==> src/common/sms_vdp_pkg.sv <==
package sms_vdp_pkg;

  // ====================
  // VDP CPU port
  // ====================

  // Registers 0 to 10 are implemented
  localparam int vdp_reg_count = 11;

  typedef logic [13:0] vdp_addr_t; // 16 KB VRAM

  // Top two bits of the second control byte
  typedef enum logic [1:0] {
    cmd_vram_read  = 2'b00,
    cmd_vram_write = 2'b01,
    cmd_reg_write  = 2'b10,
    cmd_cram_write = 2'b11
  } vdp_cmd_t;

  // ====================
  // Display modes
  // ====================

  // Mode 4 is the native Master System mode
  typedef enum logic [2:0] {
    mode_0 = 3'd0,
    mode_1 = 3'd1,
    mode_2 = 3'd2,
    mode_3 = 3'd3,
    mode_4 = 3'd4
  } vdp_mode_t;

endpackage

==> src/common/sms_bus_pkg.sv <==
package sms_bus_pkg;

  // ====================
  // CPU bus types
  // ====================

  typedef logic [15:0] addr_t;     // Z80 address
  typedef logic [7:0]  data_t;     // Z80 data byte
  typedef logic [23:0] rom_addr_t; // Mapped SDRAM byte address

  // ====================
  // I/O port decode
  // ====================

  // Selected by {address[7:6], address[0]}
  typedef enum logic [2:0] {
    port_mem_ctrl  = 3'b000,
    port_joy_ctrl  = 3'b001,
    port_v_counter = 3'b010,
    port_h_counter = 3'b011, // Odd address of the counter group
    port_vdp_data  = 3'b100,
    port_vdp_ctrl  = 3'b101,
    port_joy_0     = 3'b110,
    port_joy_1     = 3'b111
  } io_port_t;

  // ====================
  // Memory map
  // ====================

  // First of four mapper registers: mem_misc, slot0, slot1, slot2
  localparam addr_t mapper_base = 16'hFFFC;

  // Top two address bits of the work RAM region
  localparam logic [1:0] ram_region = 2'd3;

  // Memory control value after reset
  localparam data_t mem_ctrl_reset = 8'hF7;

endpackage
==> src/source/sms_bus_top.sv <==
`timescale 1ns/1ns

module sms_bus_top #(
  parameter int p_clock_div_bits = 3
) (
  input  logic                   cpuClock,
  input  logic                   n_hard_reset,
  input  sms_bus_pkg::addr_t     i_cpu_address,
  input  sms_bus_pkg::data_t     i_cpu_data,
  input  logic                   i_n_wr,
  input  logic                   i_n_rd,
  input  logic                   i_n_mreq,
  input  logic                   i_n_iorq,
  input  logic                   i_interrupt_flag,
  input  logic                   i_sprite_collision,
  input  logic                   i_too_many_sprites,
  input  logic [4:0]             i_spritex,
  input  sms_bus_pkg::data_t     i_vdp_data,
  input  sms_bus_pkg::data_t     i_v_counter,
  input  sms_bus_pkg::data_t     i_h_counter,
  input  logic [6:0]             i_joy_n,
  input  sms_bus_pkg::data_t     i_bios_data,
  input  sms_bus_pkg::data_t     i_rom_data,
  input  sms_bus_pkg::data_t     i_ram_data,
  output logic                   o_cpu_clock_enable,
  output sms_bus_pkg::data_t     o_cpu_data_in,
  output sms_bus_pkg::rom_addr_t o_rom_address,
  output logic                   o_ram_we,
  output sms_vdp_pkg::vdp_addr_t o_vdp_addr,
  output logic                   o_vdp_wr,
  output logic                   o_vdp_rd,
  output logic                   o_cram_selected,
  output sms_vdp_pkg::vdp_mode_t o_mode,
  output sms_vdp_pkg::vdp_addr_t o_name_table_addr,
  output sms_vdp_pkg::vdp_addr_t o_color_table_addr,
  output sms_bus_pkg::data_t     o_x_scroll,
  output sms_bus_pkg::data_t     o_y_scroll,
  output logic                   o_video_on
);

  import sms_bus_pkg::*;

  logic     cpu_edge;
  io_port_t io_rd_sel;
  io_port_t io_wr_sel;
  logic     io_rd;
  logic     io_wr;
  logic     mem_rd;
  logic     mem_wr;
  data_t    mem_ctrl;
  data_t    status;

  // ====================
  // Decode
  // ====================

  bus_decode #(
    .p_clock_div_bits (p_clock_div_bits)
  ) u_bus_decode (
    .cpuClock           (cpuClock),
    .n_hard_reset       (n_hard_reset),
    .i_cpu_address      (i_cpu_address),
    .i_n_wr             (i_n_wr),
    .i_n_rd             (i_n_rd),
    .i_n_mreq           (i_n_mreq),
    .i_n_iorq           (i_n_iorq),
    .o_cpu_clock_enable (o_cpu_clock_enable),
    .o_cpu_edge         (cpu_edge),
    .o_io_rd_sel        (io_rd_sel),
    .o_io_rd            (io_rd),
    .o_io_wr_sel        (io_wr_sel),
    .o_io_wr            (io_wr),
    .o_mem_rd           (mem_rd),
    .o_mem_wr           (mem_wr)
  );

  // ====================
  // Register state
  // ====================

  mem_mapper u_mem_mapper (
    .cpuClock      (cpuClock),
    .n_hard_reset  (n_hard_reset),
    .i_cpu_edge    (cpu_edge),
    .i_cpu_address (i_cpu_address),
    .i_cpu_data    (i_cpu_data),
    .i_mem_wr      (mem_wr),
    .i_mem_ctrl_wr (io_wr && (io_wr_sel == port_mem_ctrl)),
    .o_mem_ctrl    (mem_ctrl),
    .o_rom_address (o_rom_address),
    .o_ram_we      (o_ram_we)
  );

  vdp_port_ctrl u_vdp_port_ctrl (
    .cpuClock           (cpuClock),
    .n_hard_reset       (n_hard_reset),
    .i_cpu_edge         (cpu_edge),
    .i_cpu_data         (i_cpu_data),
    .i_data_wr          (io_wr && (io_wr_sel == port_vdp_data)),
    .i_data_rd          (io_rd && (io_rd_sel == port_vdp_data)),
    .i_ctrl_wr          (io_wr && (io_wr_sel == port_vdp_ctrl)),
    .i_ctrl_rd          (io_rd && (io_rd_sel == port_vdp_ctrl)),
    .o_vdp_addr         (o_vdp_addr),
    .o_vdp_wr           (o_vdp_wr),
    .o_vdp_rd           (o_vdp_rd),
    .o_cram_selected    (o_cram_selected),
    .o_mode             (o_mode),
    .o_name_table_addr  (o_name_table_addr),
    .o_color_table_addr (o_color_table_addr),
    .o_x_scroll         (o_x_scroll),
    .o_y_scroll         (o_y_scroll),
    .o_video_on         (o_video_on)
  );

  vdp_status u_vdp_status (
    .cpuClock           (cpuClock),
    .n_hard_reset       (n_hard_reset),
    .i_cpu_edge         (cpu_edge),
    .i_ctrl_rd          (io_rd && (io_rd_sel == port_vdp_ctrl)),
    .i_interrupt_flag   (i_interrupt_flag),
    .i_sprite_collision (i_sprite_collision),
    .i_too_many_sprites (i_too_many_sprites),
    .i_spritex          (i_spritex),
    .o_status           (status)
  );

  // ====================
  // Read data
  // ====================

  read_mux u_read_mux (
    .cpuClock      (cpuClock),
    .i_io_rd       (io_rd),
    .i_io_rd_sel   (io_rd_sel),
    .i_mem_rd      (mem_rd),
    .i_cpu_address (i_cpu_address),
    .i_mem_ctrl    (mem_ctrl),
    .i_status      (status),
    .i_vdp_data    (i_vdp_data),
    .i_v_counter   (i_v_counter),
    .i_h_counter   (i_h_counter),
    .i_joy_n       (i_joy_n),
    .i_bios_data   (i_bios_data),
    .i_rom_data    (i_rom_data),
    .i_ram_data    (i_ram_data),
    .o_cpu_data_in (o_cpu_data_in)
  );

endmodule

==> src/source/read_mux.sv <==
`timescale 1ns/1ns

module read_mux (
  input  logic                  cpuClock,
  input  logic                  i_io_rd,
  input  sms_bus_pkg::io_port_t i_io_rd_sel,
  input  logic                  i_mem_rd,
  input  sms_bus_pkg::addr_t    i_cpu_address,
  input  sms_bus_pkg::data_t    i_mem_ctrl,
  input  sms_bus_pkg::data_t    i_status,
  input  sms_bus_pkg::data_t    i_vdp_data,
  input  sms_bus_pkg::data_t    i_v_counter,
  input  sms_bus_pkg::data_t    i_h_counter,
  input  logic [6:0]            i_joy_n,
  input  sms_bus_pkg::data_t    i_bios_data,
  input  sms_bus_pkg::data_t    i_rom_data,
  input  sms_bus_pkg::data_t    i_ram_data,
  output sms_bus_pkg::data_t    o_cpu_data_in
);

  import sms_bus_pkg::*;

  logic [6:0] joy_q; // {right, left, down, up, fire2, fire1, unused}
  data_t      joy_data0;
  data_t      mem_data;

  always_ff @(posedge cpuClock) begin
    joy_q <= i_joy_n;
  end

  assign joy_data0 = {2'b11, ~joy_q[2:1], ~joy_q[6:3]};

  // BIOS is paged out by memory control bit 3
  assign mem_data = (i_mem_rd && (i_cpu_address[15:14] < ram_region)) ?
                    (i_mem_ctrl[3] ? i_rom_data : i_bios_data) : i_ram_data;

  always_comb begin
    o_cpu_data_in = mem_data;
    if (i_io_rd) begin
      case (i_io_rd_sel)
        port_vdp_data:  o_cpu_data_in = i_vdp_data;
        port_vdp_ctrl:  o_cpu_data_in = i_status;
        port_joy_0:     o_cpu_data_in = joy_data0;
        port_joy_1:     o_cpu_data_in = 8'hBF;   // No second pad
        port_v_counter: o_cpu_data_in = i_v_counter;
        port_h_counter: o_cpu_data_in = i_h_counter;
        default:        o_cpu_data_in = mem_data;
      endcase
    end
  end

endmodule

==> src/vdp_port/vdp_status.sv <==
`timescale 1ns/1ns

module vdp_status (
  input  logic               cpuClock,
  input  logic               n_hard_reset,
  input  logic               i_cpu_edge,
  input  logic               i_ctrl_rd,
  input  logic               i_interrupt_flag,
  input  logic               i_sprite_collision,
  input  logic               i_too_many_sprites,
  input  logic [4:0]         i_spritex,
  output sms_bus_pkg::data_t o_status
);

  logic int_flag;      // Sticky frame interrupt
  logic collision;     // Sticky sprite collision
  logic status_rd_q;

  // ====================
  // Sticky flags
  // ====================

  always_ff @(posedge cpuClock) begin
    if (!n_hard_reset) begin
      int_flag    <= 1'b0;
      collision   <= 1'b0;
      status_rd_q <= 1'b0;
    end else begin
      if (i_interrupt_flag) int_flag <= 1'b1;
      if (i_sprite_collision) collision <= 1'b1;
      if (i_cpu_edge) begin
        status_rd_q <= i_ctrl_rd;
        // Clear on the CPU cycle after the status read
        if (status_rd_q && !i_ctrl_rd) begin
          int_flag  <= 1'b0;
          collision <= 1'b0;
        end
      end
    end
  end

  assign o_status = {int_flag, i_too_many_sprites, collision,
                     (i_too_many_sprites ? i_spritex : 5'b11111)};

endmodule

==> src/vdp_port/vdp_port_ctrl.sv <==
`timescale 1ns/1ns

module vdp_port_ctrl (
  input  logic                   cpuClock,
  input  logic                   n_hard_reset,
  input  logic                   i_cpu_edge,
  input  sms_bus_pkg::data_t     i_cpu_data,
  input  logic                   i_data_wr,
  input  logic                   i_data_rd,
  input  logic                   i_ctrl_wr,
  input  logic                   i_ctrl_rd,
  output sms_vdp_pkg::vdp_addr_t o_vdp_addr,
  output logic                   o_vdp_wr,
  output logic                   o_vdp_rd,
  output logic                   o_cram_selected,
  output sms_vdp_pkg::vdp_mode_t o_mode,
  output sms_vdp_pkg::vdp_addr_t o_name_table_addr,
  output sms_vdp_pkg::vdp_addr_t o_color_table_addr,
  output sms_bus_pkg::data_t     o_x_scroll,
  output sms_bus_pkg::data_t     o_y_scroll,
  output logic                   o_video_on
);

  import sms_bus_pkg::*;
  import sms_vdp_pkg::*;

  data_t     vdp_regs [0:vdp_reg_count-1];
  data_t     first_byte;
  vdp_addr_t vdp_addr;
  logic      cram_sel;
  logic      second_byte; // Next control write completes a command
  logic      data_rd_q;
  vdp_cmd_t  cmd;
  logic [3:0] reg_index;
  logic      reg_cmd;

  assign cmd       = vdp_cmd_t'(i_cpu_data[7:6]);
  assign reg_index = i_cpu_data[3:0];
  assign reg_cmd   = i_cpu_edge && i_ctrl_wr && second_byte && (cmd == cmd_reg_write);

  // ====================
  // Control protocol
  // ====================

  always_ff @(posedge cpuClock) begin
    if (i_cpu_edge && i_ctrl_wr && !second_byte) begin
      first_byte <= i_cpu_data; // Low address byte or register value
    end
  end

  always_ff @(posedge cpuClock) begin
    if (!n_hard_reset) begin
      vdp_addr    <= '0;
      cram_sel    <= 1'b0;
      second_byte <= 1'b0;
      data_rd_q   <= 1'b0;
      for (int i = 0; i < vdp_reg_count; i++) begin
        vdp_regs[i] <= '0;
      end
    end else if (i_cpu_edge) begin
      if (i_data_wr) begin
        vdp_addr <= vdp_addr + 1'b1;
      end
      // Read data is fetched at the old address, so step once the read ends
      data_rd_q <= i_data_rd;
      if (data_rd_q && !i_data_rd) begin
        vdp_addr <= vdp_addr + 1'b1;
      end

      if (i_ctrl_rd || i_data_rd || i_data_wr) begin
        second_byte <= 1'b0;
      end

      if (i_ctrl_wr) begin
        second_byte <= !second_byte;
        if (second_byte) begin
          case (cmd)
            cmd_vram_read, cmd_vram_write: begin
              vdp_addr <= {i_cpu_data[5:0], first_byte};
              cram_sel <= 1'b0;
            end
            cmd_reg_write: begin
              if (reg_index < vdp_reg_count) begin
                vdp_regs[reg_index] <= first_byte;
              end else begin
                vdp_addr <= {8'h00, first_byte[5:0]}; // Treated like CRAM
                cram_sel <= 1'b1;
              end
            end
            default: begin
              vdp_addr <= {8'h00, first_byte[5:0]};
              cram_sel <= 1'b1;
            end
          endcase
        end
      end
    end
  end

  assign o_vdp_addr      = vdp_addr;
  assign o_cram_selected = cram_sel;
  assign o_vdp_wr        = i_cpu_edge && i_data_wr;
  assign o_vdp_rd        = i_cpu_edge && i_data_rd;

  // ====================
  // Mode and table bases
  // ====================

  always_comb begin
    if (vdp_regs[0][2]) begin
      o_mode = mode_4;
    end else if (vdp_regs[1][3]) begin
      o_mode = mode_3;
    end else if (vdp_regs[0][1]) begin
      o_mode = mode_2;
    end else if (vdp_regs[1][4]) begin
      o_mode = mode_1;
    end else begin
      o_mode = mode_0;
    end
  end

  assign o_name_table_addr  = {vdp_regs[2][3:1], 11'b0};
  assign o_color_table_addr = (o_mode == mode_2) ? {vdp_regs[3][7], 13'b0}
                                                 : {vdp_regs[3], 6'b0};
  assign o_x_scroll = vdp_regs[8];
  assign o_y_scroll = vdp_regs[9];
  assign o_video_on = vdp_regs[1][6];

  // Software only writes implemented registers
  a_reg_index : assert property (@(posedge cpuClock) disable iff (!n_hard_reset)
    reg_cmd |-> (reg_index < vdp_reg_count));

endmodule

==> src/source/mem_mapper.sv <==
`timescale 1ns/1ns

module mem_mapper (
  input  logic                   cpuClock,
  input  logic                   n_hard_reset,
  input  logic                   i_cpu_edge,
  input  sms_bus_pkg::addr_t     i_cpu_address,
  input  sms_bus_pkg::data_t     i_cpu_data,
  input  logic                   i_mem_wr,
  input  logic                   i_mem_ctrl_wr,
  output sms_bus_pkg::data_t     o_mem_ctrl,
  output sms_bus_pkg::rom_addr_t o_rom_address,
  output logic                   o_ram_we
);

  import sms_bus_pkg::*;

  data_t      mem_ctrl;
  data_t      mapper_regs [0:3]; // mem_misc, slot0, slot1, slot2
  logic [1:0] region;
  logic       mapper_hit;

  assign region     = i_cpu_address[15:14];
  assign mapper_hit = (i_cpu_address[15:2] == mapper_base[15:2]);

  // ====================
  // Mapper registers
  // ====================

  always_ff @(posedge cpuClock) begin
    if (!n_hard_reset) begin
      mem_ctrl       <= mem_ctrl_reset;
      mapper_regs[0] <= 8'h00;
      mapper_regs[1] <= 8'h00; // Slots start on the first three banks
      mapper_regs[2] <= 8'h01;
      mapper_regs[3] <= 8'h02;
    end else if (i_cpu_edge) begin
      if (i_mem_ctrl_wr) begin
        mem_ctrl <= i_cpu_data;
      end
      // RAM copy is written as well, see o_ram_we
      if (i_mem_wr && mapper_hit) begin
        mapper_regs[i_cpu_address[1:0]] <= i_cpu_data;
      end
    end
  end

  assign o_mem_ctrl = mem_ctrl;

  // ====================
  // Address formation
  // ====================

  always_comb begin
    if (region == ram_region) begin
      o_rom_address = {8'h00, i_cpu_address}; // Pass through
    end else begin
      o_rom_address = {2'b00, mapper_regs[region + 2'd1], i_cpu_address[13:0]};
    end
  end

  assign o_ram_we = (region == ram_region) && i_mem_wr;

  // Slots and memory control only move on a CPU edge
  a_regs_on_edge : assert property (@(posedge cpuClock) disable iff (!n_hard_reset)
    !i_cpu_edge |=> $stable(mem_ctrl) && $stable(mapper_regs[1])
                    && $stable(mapper_regs[2]) && $stable(mapper_regs[3]));

endmodule

==> src/source/bus_decode.sv <==
`timescale 1ns/1ns

module bus_decode #(
  parameter int p_clock_div_bits = 3
) (
  input  logic                  cpuClock,
  input  logic                  n_hard_reset,
  input  sms_bus_pkg::addr_t    i_cpu_address,
  input  logic                  i_n_wr,
  input  logic                  i_n_rd,
  input  logic                  i_n_mreq,
  input  logic                  i_n_iorq,
  output logic                  o_cpu_clock_enable,
  output logic                  o_cpu_edge,
  output sms_bus_pkg::io_port_t o_io_rd_sel,
  output logic                  o_io_rd,
  output sms_bus_pkg::io_port_t o_io_wr_sel,
  output logic                  o_io_wr,
  output logic                  o_mem_rd,
  output logic                  o_mem_wr
);

  import sms_bus_pkg::*;

  localparam logic [p_clock_div_bits-1:0] c_edge_count =
    {1'b1, {(p_clock_div_bits - 1){1'b0}}};

  logic [p_clock_div_bits-1:0] clk_count;
  logic                        io_rd_lvl;
  logic                        io_wr_lvl;
  io_port_t                    port_sel;

  // ====================
  // CPU clock enable
  // ====================

  always_ff @(posedge cpuClock) begin
    if (!n_hard_reset) begin
      clk_count <= '0;
    end else begin
      clk_count <= clk_count + 1'b1;
    end
  end

  assign o_cpu_clock_enable = clk_count[p_clock_div_bits-1];
  assign o_cpu_edge         = (clk_count == c_edge_count); // First high cycle

  // ====================
  // Strobe decode
  // ====================

  // Z80 strobes are active low
  assign io_rd_lvl = !i_n_rd && !i_n_iorq;
  assign io_wr_lvl = !i_n_wr && !i_n_iorq;
  assign o_mem_rd  = !i_n_rd && !i_n_mreq;
  assign o_mem_wr  = !i_n_wr && !i_n_mreq;

  assign port_sel = io_port_t'({i_cpu_address[7:6], i_cpu_address[0]});

  assign o_io_rd_sel = port_sel;
  assign o_io_rd     = io_rd_lvl;
  assign o_io_wr_sel = port_sel;
  assign o_io_wr     = io_wr_lvl && o_cpu_edge; // One pulse per CPU cycle

  a_io_mem_exclusive : assert property (@(posedge cpuClock) disable iff (!n_hard_reset)
    (io_rd_lvl || io_wr_lvl) |-> !(o_mem_rd || o_mem_wr));

endmodule

==> config.mk <==
export PLATFORM = sky130hd
export DESIGN_NAME = sms_bus_top
export DESIGN_NICKNAME = d
export VERILOG_FILES = /design/src/common/sms_vdp_pkg.sv /design/src/common/sms_bus_pkg.sv /design/src/source/sms_bus_top.sv /design/src/source/read_mux.sv /design/src/vdp_port/vdp_status.sv /design/src/vdp_port/vdp_port_ctrl.sv /design/src/source/mem_mapper.sv /design/src/source/bus_decode.sv
export SDC_FILE = /design/constraint.sdc
export NUM_CORES = 1
export LEC_CHECK = 0
export BUFFER_PORTS_ARGS = -buffer_cell sky130_fd_sc_hd__buf_2
export CORE_ASPECT_RATIO = 0.75
export CORE_UTILIZATION = 40
export CTS_BUF_LIST = sky130_fd_sc_hd__clkbuf_16
export DETAILED_ROUTE_END_ITERATION = 8
export PLACE_DENSITY = 0.74
export SYNTH_ARGS = -nofsm -noshare
export SYNTH_HDL_FRONTEND = slang
export SYNTH_SLANG_ARGS = --single-unit
==> constraint.sdc <==
create_clock -name cpuClock -period 3.4 [get_ports cpuClock]
set_input_delay 0.17 -clock cpuClock [delete_from_list [all_inputs] [get_ports cpuClock]]
set_output_delay 0.17 -clock cpuClock [all_outputs]
set_load 0.05 [all_outputs]
; ---- Word level (Yosys, flattened, before mapping)
; Memory sizes are Yosys's and may differ from the RTL's.
; Index checks and enable logic that the tools add are counted.
[word_totals]
reg_bits = 42
memories = 2
elab_cells = 115
ramBits = 120
output_inout_bits = 99
in_bits = 93
[classes]
eq_ne = 13
n_reduce_logical = 37
n_mux = 45
order_cmp = 2
bitwise_logic = 2
addsub = 3
[mem_list]
columns = name, depth, word_bits, rd, rd_ports_with_merged_regs, wr, line_no
row1 = u_vdp_port_ctrl.vdp_regs, 11, 8, 6, 0, 11, vdp_port_ctrl.sv:27  ; data_t vdp_regs [0:vdp_reg_count-1];
row2 = u_mem_mapper.mapper_regs, 4, 8, 1, 0, 4, mem_mapper.sv:19  ; data_t mapper_regs [0:3];
[ops]
columns = op, count
row1 = two-way mux 14 bit, 5
row2 = one-hot mux 8 bit (6 select lines), 1
row3 = two-way mux 8 bit, 5
row4 = one-hot mux 14 bit (2 select lines), 1
row5 = two-way mux 1 bit, 24
row6 = two-way mux 22 bit, 1
row7 = logical AND 1 bit, 19
row8 = OR reduction 8 bit, 2
row9 = "equality test 3 bit, second input constant", 5
row10 = "adder 14 x 1 -> 14 bit, second input constant", 1
row11 = "equality test 14 bit, second input constant", 1
row12 = two-way mux 13 bit, 1
row13 = "equality test 3 x 2 -> 1 bit, second input constant", 3
row14 = two-way mux 3 bit, 3
row15 = logical NOT 1 bit, 7
row16 = two-way mux 5 bit, 1
row17 = "equality test 2 bit, second input constant", 2
row18 = "< comparator 4 bit, second input constant", 1
row19 = two-way mux 4 bit, 1
row20 = inverter 4 bit, 1
row21 = AND reduction 2 bit, 2
row22 = AND reduction 4 bit, 1
row23 = "adder 3 x 1 -> 3 bit, second input constant", 1
row24 = logical NOT 3 bit, 1
row25 = other kinds (11), 12

; ---- Depth between registers and ports, before layout
; Gate-level depths: netlist of the first run.
[depth]
ltp_word = 10
depth_mapped = 8
ltp_nobuf = 8

; ---- Modules after synthesis
; Synthesis of the first run repeated with hierarchy kept, for this count alone.
[unflattened]
cells_unflattened = 582
hier_area_um2 = 6047.0
[by_module_without_submodules]
columns = mod, cells_each, n_inst, seq_area_each_um2, area_each_um2
row1 = vdp_port_ctrl, 273, 1, 1541.5, 2862.7
row2 = mem_mapper, 161, 1, 1121.1, 2014.4
row3 = read_mux, 103, 1, 120.1, 755.7
row4 = bus_decode, 22, 1, 60.1, 197.7
row5 = vdp_status, 18, 1, 60.1, 156.4
row6 = sms_bus_top, 5, 1, 0.0, 60.1

; ---- Least setup slack after synthesis of the first run
; Ideal clock, no wire load.
[synth_timing]
kind = input to register
startpoint = in i_cpu_address[14]
endpoint = mem u_mem_mapper.mapper_regs[2][0] (netlist bit), enable pin
setup_slack_ps = 429
n_path_buf = 0
t_required_ps = 3066
stages = 5
setup_ps = 334
t_arrival_ps = 2636
cell_sequence = ha_1 > nor3b_1 > nand3_4 > nor3b_4 > nand2b_1
[synth_rtl]
columns = item, line_no
row1 = "start, declared", sms_bus_top.sv:8  ; input sms_bus_pkg::addr_t i_cpu_address,
row2 = "end, declared", mem_mapper.sv:19

==> results of run 1 <==
[where the power goes]
group / leakage [nW] / switching, mW / internal [mW] / total [mW]
registers: 0.971 / 0.0181 / 1.36 / 1.38
logic: 1.71 / 0.380 / 0.147 / 0.528
clock network: 0.142 / 0.492 / 0.515 / 1.01
[through the flow]
| stage | cells | hold slack, ns | worst slack, ns | power, mW |
|---|---|---|---|---|
| floorplan | 556 | 0.198 | 0.429 | 1.80 |
| global placement | 847 | 0.273 | 0.931 | 1.92 |
| detailed placement | 847 | 0.274 | 0.846 | 1.93 |
| CTS | 869 | 0.0113 | 0.806 | 2.93 |
| global route | 869 | 0.0195 | 0.607 | 3.02 |
| finish | 869 | 0.0264 | 0.780 | 2.91 |
[final cells by class]
type	count	area, µm²
Tap cell	175	219
Clock buffer	9	225
Clock inverter	7	66.3
Multi-Input combinational cell	374	2510
Inverter	17	68.8
Timing Repair Buffer	185	976
Fill cell	1257	6920
Sequential cell	102	2760
[registers in the layout, indices dropped and copies added (netlist names)]
register and cells:
u_bus_decode.clk_count 3, u_vdp_port_ctrl.first_byte 8, u_vdp_status.int_flag 1, u_read_mux.joy_q 6, u_vdp_status.collision 1, u_vdp_port_ctrl.vdp_regs 32, u_vdp_status.status_rd_q 1, u_vdp_port_ctrl.o_vdp_addr 14
u_vdp_port_ctrl.second_byte 1, u_mem_mapper.o_mem_ctrl 1, u_vdp_port_ctrl.data_rd_q 1, u_vdp_port_ctrl.o_cram_selected 1, u_mem_mapper.mapper_regs 32
[cells by family (layout without fill, tap and decap cells)]
logic type | Yosys count | count (layout) | synth area share, %
AOI/OAI and AO/OA | 103 | 103 | 12.6
other | 1 | 19 | 0.0662
buffers and inverters | 80 | 218 | 8.10
muxes | 24 | 24 | 5.87
adders and majority gates | 4 | 4 | 0.883
and+or+nand+nor | 223 | 223 | 23.6
xor gates and xnor gates | 1 | 1 | 0.155
DFF | 102 | 102 | 48.8
[Yosys cell counts (4+ instances only)]
cell	count	share of area, %
edfxtp_1	72	38
and2_1	48	5.3
nor2_1	39	2.6
buf_4	37	4.9
nand2_1	37	2.5
dfxtp_1	30	11
a21oi_1	20	1.8
clkbuf_1	17	1.1
nor2b_1	17	1.9
o21ai_0	16	1.4
inv_1	15	0.99
mux2i_1	13	2.3
nand3_1	11	0.97
nor3_1	11	0.97
a31oi_1	9	0.99
nor4_1	9	0.99
o211ai_1	8	1.1
mux4_2	7	2.8
nand2b_1	7	0.77
nand4_1	7	0.77
o22ai_1	7	0.77
a22oi_1	5	0.66
buf_2	5	0.44
or4_1	5	0.66
ha_1	4	0.88
mux2_2	4	0.79
o221ai_1	4	0.62
[worst max-delay path: cells and delay by family, from the launching register on]
kind / cells / cell delay (ns)
flops: 1 / 0.34
buf+inv: 1 / 0.07
fa+ha+maj: 1 / 0.23
simple gates: 4 / 1.64
[worst paths after layout]
path,end,slack [ns],cells after the start
worst max-delay path,u_vdp_port_ctrl.vdp_regs[8][3],0.78,6
worst min-delay path,u_vdp_status.collision,0.03,3
worst max register to register,u_vdp_port_ctrl.vdp_regs[8][3],0.78,6
worst min register to register,u_bus_decode.clk_count[0],0.47,1
[per-layer routing]
metal | up-vias | GRT usage, %
met5 | - | 0
met1 | 2272 | 28.2
met4 | 0 | 7.54
met2 | 234 | 33.3
li1 | 2236 | -
met3 | 25 | 4.90
==> impl_metrics.json, run 1 <==
{
  "area_growth_pct": 20.5,
  "status": "complete, no violations",
  "timing.rr.start": "u_bus_decode.clk_count[0]",
  "vdd_ir_drop_max_mv": 0.257,
  "worst_slew_pin_slew_ns": 0.806,
  "clk_latency_ns": 0.35,
  "core_um2": 13700,
  "syn_avg_cell_area_um2": 10.5,
  "cp_data_arrival_time_ns": 2.63,
  "hold_viol": 0,
  "cts_sinks": 102,
  "grt_pass1_vias": 4546,
  "path_max_fanout": 9,
  "ctsResizeCount": 0,
  "holdBufCountCts": 6,
  "start_util_pct": 41.2,
  "synthFlopType": "edfxtp_1",
  "dp_hpwl_um": 11200,
  "die-height_um": 105,
  "vias": 4767,
  "startpoint_type": "register",
  "viasPerCell": 5.49,
  "crit_path_end_kind": "register",
  "drc_errors": 0,
  "postCtsSetupBuffers": 0,
  "hp-start": "i_sprite_collision",
  "fin_skew_ns": 0.00986,
  "dieArea_um2": 14600,
  "dr.pass1.iters": 5,
  "ys_types": 80,
  "grt_start_max_net_pins": 41,
  "pwr_density_cell_nw_per_um2": 427,
  "fmax_mhz": 382,
  "synth-edff-count": 72,
  "ant_nets": 0,
  "postPlaceCellArea_um2": 6480,
  "drv_slew": 0,
  "clock_path_buffers": 2,
  "clkTransAtPathRegs_ns": 0.07,
  "seq_area_frac_synth_pct": 48.8,
  "fin_area_um2": 6830,
  "relSlewSlack_pct": 45.8,
  "layout.nets": 786,
  "synth_cells": 538,
  "maxCapViolCount": 0,
  "grt.overflow.total": 0,
  "clockRootBuffer": "clkbuf_16",
  "h-tree-depth": 3,
  "drt-met1-wl_um": 6700,
  "cp_data_required_time_ns": 3.41,
  "final_layout_size_suffix_gt1_share_pct": 33.0,
  "crit_chain": "inv_1, ha_1, nand3b_1, or3_1, nor4_4, nand2b_1",
  "period_needed_ns": 2.62,
  "pin_count": 192,
  "syn-cell-area_um2": 5670,
  "finalCritPeriodShare_pct": 77.0,
  "wl_per_cell_um": 17.4,
  "die_w_um": 139,
  "drt_iter0_drc": 395,
  "dr_wl_met3_um": 1220,
  "routed_wl_um": 15100,
  "mostFrequentLayoutCell": "buf_2",
  "async_reset_ff_share_pct": 0,
  "port_buffers": 171,
  "slowest_stage": "or3_1",
  "utilization_pct": 49.7,
  "antenna_found_initial": 0,
  "top_layer": "met4",
  "place_congestion": 0.887,
  "diodes": 0,
  "p_leak_nw": 2.82,
  "track_usage_pct": 21.1,
  "hp-class": "input pin to register",
  "critPathMaxStageDelay_ns": 0.53,
  "cts_tree": "done",
  "setup_viol": 0,
  "wl_met2_um": 6910,
  "ys_seq_elements": 102,
  "worst-setup-path-type": "register to register",
  "core.rowCount": 37,
  "grt_pass1_wl_um": 24000,
  "yosys_warnings": 0,
  "startpoint": "u_bus_decode.clk_count[0]",
  "final_cell_mix": "171 x buf_2, 72 x edfxtp_1, 48 x and2_1",
  "cts_made_buffers": 9,
  "setup_tns_ns": 0,
  "rsz0062_at_grt": "no"
}
Power figures use the tool's default switching activity.
==> run 2: changes to the inputs <==
--- a/config.mk
+++ b/config.mk
@@ -5,6 +5,7 @@
 export SDC_FILE = /design/constraint.sdc
 export NUM_CORES = 1
 export LEC_CHECK = 0
+export ABC_AREA = 1
 export BUFFER_PORTS_ARGS = -buffer_cell sky130_fd_sc_hd__buf_2
 export CORE_ASPECT_RATIO = 0.75
 export CORE_UTILIZATION = 40
==> constraint.sdc (replaced) <==
create_clock -name cpuClock -period 2.5 [get_ports cpuClock]
set_input_delay 0.125 -clock cpuClock [delete_from_list [all_inputs] [get_ports cpuClock]]
set_output_delay 0.125 -clock cpuClock [all_outputs]
set_load 0.05 [all_outputs]
==> impl_metrics.json, run 2 <==
{
  "drc_errors": 7,
  "syn_avg_cell_area_um2": 8.38,
  "async_reset_ff_share_pct": 0,
  "yosys.area.top_type": "edfxtp_1",
  "port_buffers": 171,
  "hp-class": "input pin to register",
  "antenna_found_initial": 0,
  "fin_skew_ns": 0.00670,
  "pin_count": 192,
  "synth_area_leaders": "edfxtp_1 39%, dfxtp_1 11%, nor2_1 8.6%",
  "synth-edff-count": 72,
  "ctsResizeCount": 0,
  "fin_area_um2": 6910,
  "h-tree-depth": 3,
  "viasPerCell": 4.89,
  "critPathTopFamily": "simple AND/OR/NAND/NOR gates",
  "setup_tns_ns": 0,
  "final_layout_size_suffix_gt1_share_pct": 28.7,
  "ys_types": 45,
  "area_growth_pct": 23.3,
  "cts_tree": "done",
  "pre_cts_slack_ns": 0.221,
  "yosys.area.top_type_share_pct": 38.6,
  "status": "finished with violations",
  "mostFrequentLayoutCell": "buf_2",
  "clkTransAtPathRegs_ns": 0.07,
  "pwr_density_cell_nw_per_um2": 589,
  "p_leak_nw": 3.17,
  "drt_iter0_drc": 387,
  "cp_data_arrival_time_ns": 2.32,
  "routed_wl_um": 15300,
  "vias": 4978,
  "vdd_ir_drop_max_mv": 0.366,
  "yosysMostFrequentCell": "nor2_1",
  "final_cell_mix": "171 x buf_2, 128 x nor2_1, 95 x nand2_1",
  "worst_hold_slack_ns": 0.0112,
  "dr.pass1.iters": 7,
  "violations": "design-rule violations",
  "diodes": 0,
  "setup_viol": 0,
  "hold_viol": 0,
  "relSlewSlack_pct": 54.3,
  "dieArea_um2": 14500,
  "clockRootBuffer": "clkbuf_16",
  "cts_sinks": 102,
  "synth_common_cells": "128 x nor2_1, 95 x nand2_1, 72 x edfxtp_1, 70 x inv_1, 49 x o21ai_0",
  "grt.overflow.total": 0,
  "start_util_pct": 40.9,
  "core_um2": 13700,
  "critPathMaxStageDelay_ns": 0.32,
  "period_needed_ns": 2.30,
  "path_max_fanout": 16,
  "slowest_stage": "dfxtp_1",
  "die-height_um": 105,
  "layout.nets": 935,
  "power_mw": 4.07,
  "postPlaceCellArea_um2": 6520,
  "worst-setup-path-type": "register to register",
  "dp_hpwl_um": 11700,
  "clock_path_buffers": 2,
  "drv_slew": 0,
  "setup_slack_ns": 0.196,
  "grt_pass1_wl_um": 24400,
  "clk_latency_ns": 0.35,
  "path_buf_inv": 1,
  "fmax_mhz": 434,
  "synth_cells": 669,
  "ys_seq_elements": 102,
  "seq_area_frac_synth_pct": 49.3,
  "maxCapViolCount": 0,
  "track_usage_pct": 21.8,
  "crit_chain": "inv_1, ha_1, nand2_2, nor2_4, nand3_4, nor2_8, nand2_4, nor2_4, nand3_4, nand2_1",
  "worst_slew_pin_slew_ns": 0.680,
  "ant_nets": 0,
  "startpoint_type": "register",
  "place_congestion": 0.916,
  "wl_per_cell_um": 15.1,
  "core.rowCount": 37,
  "yosys_warnings": 0,
  "cp_data_required_time_ns": 2.52,
  "finalCritPeriodShare_pct": 92.2,
  "die_w_um": 139,
  "grt_pass1_vias": 4767,
  "rsz0062_at_grt": "no",
  "grt_start_max_net_pins": 19,
  "postCtsSetupBuffers": 0,
  "cts_made_buffers": 9,
  "syn-cell-area_um2": 5600,
  "synthFlopType": "edfxtp_1",
  "crit_path_end_kind": "register"
}
[run 2: changes by cell type in the layout (fill, tap and decap cells not counted), moves of 8 or more]
cell and delta:
nor2b_1 -16, nor3_2 +9, a21oi_1 +23, nand2_1 +58
and2_1 -48, o21ai_0 +33, mux2i_1 -13, nor2_1 +89
nor4_1 -8, nand3_1 +9, inv_1 +55
[run 2: metal layers]
layer / track usage [%] / routed length (µm) / part of all wire [%]
met3: 5.48 / 1180 / 7.7
met1: 29.1 / 6930 / 45
met5: 0 / 0 / 0
met4: 5.56 / 235 / 1.5
met2: 35.4 / 6980 / 46
[run 2: area by class of cell]
type,count,area (µm²)
Timing Repair Buffer,194,1050
Multi-Input combinational cell,450,2270
Sequential cell,102,2760
Clock inverter,7,80.1
Tap cell,175,219
Fill cell,1296,6790
Inverter,81,305
Clock buffer,9,225
[run 2: final timing paths]
path,start,endpoint,slack (ns),cells after the start
worst max-delay path,u_bus_decode.clk_count[0],u_vdp_port_ctrl.vdp_regs[8][1],0.20,10
worst min-delay path,i_cpu_data[4],u_vdp_port_ctrl.first_byte[4],0.01,1
worst max register to register,u_bus_decode.clk_count[0],u_vdp_port_ctrl.vdp_regs[8][1],0.20,10
worst min register to register,u_bus_decode.clk_count[0],u_bus_decode.clk_count[0],0.45,1
[run 2: timing repair]
item	CTS	global route
hold buffers	9	0
hold endpoints to repair	9	0
setup endpoints to repair	0	0
[run 2: kinds of logic after synthesis]
logic type / after synthesis / share of synthesized area, %
compound gates: 125 / 12.3
xor+xnor: 2 / 0.313
fa+ha+maj: 4 / 0.893
buf+inv: 135 / 11.8
flops: 102 / 49.3
other cells: 1 / 0.0669
simple gates: 300 / 25.3
[run 2: report_power, final]
group,switching (mW),internal [mW],total (mW),leakage [nW]
Combinational,0.568,0.191,0.760,2.05
Clock,0.646,0.790,1.44,0.144
Sequential,0.0219,1.85,1.88,0.971
[run 2: stage by stage]
stage	util (%)	instances
after floorplan	-	687
after global placement	47.5	993
after detailed placement	47.5	993
after CTS	50.4	1018
after global routing	50.4	1018
final	50.4	1018
==> run 3: changes to the inputs <==
--- a/config.mk
+++ b/config.mk
@@ -7,11 +7,13 @@
 export LEC_CHECK = 0
 export ABC_AREA = 1
 export BUFFER_PORTS_ARGS = -buffer_cell sky130_fd_sc_hd__buf_2
+export CELL_PAD_IN_SITES_DETAIL_PLACEMENT = 1
+export CELL_PAD_IN_SITES_GLOBAL_PLACEMENT = 2
 export CORE_ASPECT_RATIO = 0.75
-export CORE_UTILIZATION = 40
+export CORE_UTILIZATION = 29
 export CTS_BUF_LIST = sky130_fd_sc_hd__clkbuf_16
 export DETAILED_ROUTE_END_ITERATION = 8
-export PLACE_DENSITY = 0.74
+export PLACE_DENSITY = 0.89
 export SYNTH_ARGS = -nofsm -noshare
 export SYNTH_HDL_FRONTEND = slang
 export SYNTH_SLANG_ARGS = --single-unit
==> impl_metrics.json, run 3 (synthesis gave the netlist of run 2 again) <==
{
  "grt_start_max_net_pins": 21,
  "fill_cells": 2313,
  "cts_tree": "done",
  "ant_nets": 0,
  "maxCapViolCount": 0,
  "timing.rr.start": "u_bus_decode.clk_count[0]",
  "worstHoldEndpoint": "u_vdp_port_ctrl.first_byte[2]",
  "pin_count": 192,
  "cts_made_buffers": 9,
  "hp-class": "input pin to register",
  "dr.pass1.iters": 4,
  "r2r_cells": 10,
  "setup_viol": 0,
  "clkTransAtPathRegs_ns": 0.07,
  "pre_cts_slack_ns": 0.169,
  "grt.overflow.total": 0,
  "crit_path_end_kind": "register",
  "setup_slack_ns": 0.191,
  "setup_tns_ns": 0,
  "drv_slew": 0,
  "wl_per_cell_um": 16.2,
  "die-height_um": 122,
  "period_needed_ns": 2.31,
  "cp_data_arrival_time_ns": 2.34,
  "final_layout_size_suffix_gt1_share_pct": 29.0,
  "vdd_ir_drop_max_mv": 0.386,
  "clockRootBuffer": "clkbuf_16",
  "path_max_fanout": 16,
  "hold_depth": 1,
  "rsz0062_at_grt": "no",
  "mostFrequentLayoutCell": "buf_2",
  "seqCellArea_um2": 2760,
  "track_usage_pct": 18.4,
  "r2r_slack_ns": 0.20,
  "fmax_mhz": 433,
  "grt_pass1_vias": 5091,
  "routed_wl_um": 17700,
  "clk_latency_ns": 0.36,
  "core.rowCount": 43,
  "antenna_found_initial": 0,
  "finalCritPeriodShare_pct": 92.4,
  "pwr_density_cell_nw_per_um2": 592,
  "diodes": 0,
  "grt_pass1_wl_um": 27900,
  "reg2reg_to": "u_vdp_port_ctrl.vdp_regs[8][1]",
  "cts_sinks": 102,
  "drc_errors": 0,
  "relSlewSlack_pct": 49.4,
  "vias": 5062,
  "cp_data_required_time_ns": 2.53,
  "postCtsSetupBuffers": 0,
  "power_mw": 4.18,
  "hp-start": "i_cpu_data[2]",
  "fin_skew_ns": 0.00867,
  "multi_input_area_um2": 2270,
  "hold_viol": 0,
  "worst_slew_pin_slew_ns": 0.754,
  "worst-setup-path-type": "input pin to register",
  "place_congestion": 0.788,
  "clock_path_buffers": 2,
  "die_w_um": 163,
  "core_um2": 18700,
  "h-tree-depth": 3,
  "p_leak_nw": 3.20,
  "drt_iter0_drc": 252,
  "layout.nets": 940,
  "final_cell_mix": "171 x buf_2, 128 x nor2_1, 94 x nand2_1",
  "start_util_pct": 29.9,
  "dp_hpwl_um": 14000,
  "port_buffers": 171,
  "area_growth_pct": 26.1,
  "dieArea_um2": 19900,
  "status": "complete, no violations",
  "viasPerCell": 4.62,
  "startpoint_type": "input pin"
}
run 3: layout make-up:
cell class	count	area share (%)
clock buffer	9	3.19
sequential	102	39.1
inverter	81	4.32
clock inverter	7	1.38
tap	247	4.37
timing repair buffer	199	15.5
multi-input combinational	450	32.1
run 3: worst max-delay path, stage by stage:
cell,delay [ns]
dlygate4sd3_1,0.55
buf_2,0.13
inv_1,0.20
nand3_1,0.28
nor2_8,0.23
nand2_4,0.17
nor2_4,0.18
nand3_4,0.17
nand2_1,0.31
run 3: where the power goes:
part,switching [mW],internal [mW]
clock,0.721,0.813
combinational,0.576,0.198
sequential,0.0228,1.85
total,1.32,2.86
run 3: worst max-delay path by stage:
stage / start / to / slack, ns / depth (start not counted)
global route: i_cpu_data[6] / u_vdp_port_ctrl.vdp_regs[8][0] / 0.03 / 9
finish: i_cpu_data[6] / u_vdp_port_ctrl.vdp_regs[8][1] / 0.19 / 9
global placement: i_cpu_address[14] / o_cpu_data_in[5] / 0.24 / 8
CTS: u_bus_decode.clk_count[0] / u_vdp_port_ctrl.vdp_regs[3][2] / 0.17 / 10
floorplan: i_cpu_address[14] / u_mem_mapper.mapper_regs[3][0] / 0.09 / 8
detailed placement: u_bus_decode.clk_count[0] / u_vdp_port_ctrl.vdp_regs[3][1] / 0.17 / 10
run 3: metrics by stage:
stage / util, % / hold WS (ns) / cells / instance area (µm²)
after floorplan: - / 0.153 / 687 / 5690
after global placement: 35.4 / 0.227 / 1067 / 6620
after detailed placement: 35.4 / 0.229 / 1067 / 6620
after CTS: 37.7 / 0.000797 / 1095 / 7060
after global routing: 37.7 / 0.00101 / 1095 / 7070
final: 37.7 / 0.00801 / 1095 / 7070
run 3: timing repair:
action                     in CTS  in global routing
hold buffers                   12                  0
hold endpoints to repair       12                  0
setup endpoints to repair       0                  8
resized for setup               0                  1
run 3: layer usage:
| metal | GRT usage [%] | up-vias | routed length (µm) |
|---|---|---|---|
| met1 | 25.3 | 2400 | 8500 |
| met4 | 4.78 | 0 | 202 |
| li1 | - | 2526 | - |
| met5 | 0 | - | 0 |
| met3 | 3.95 | 16 | 916 |
| met2 | 29.4 | 120 | 8070 |
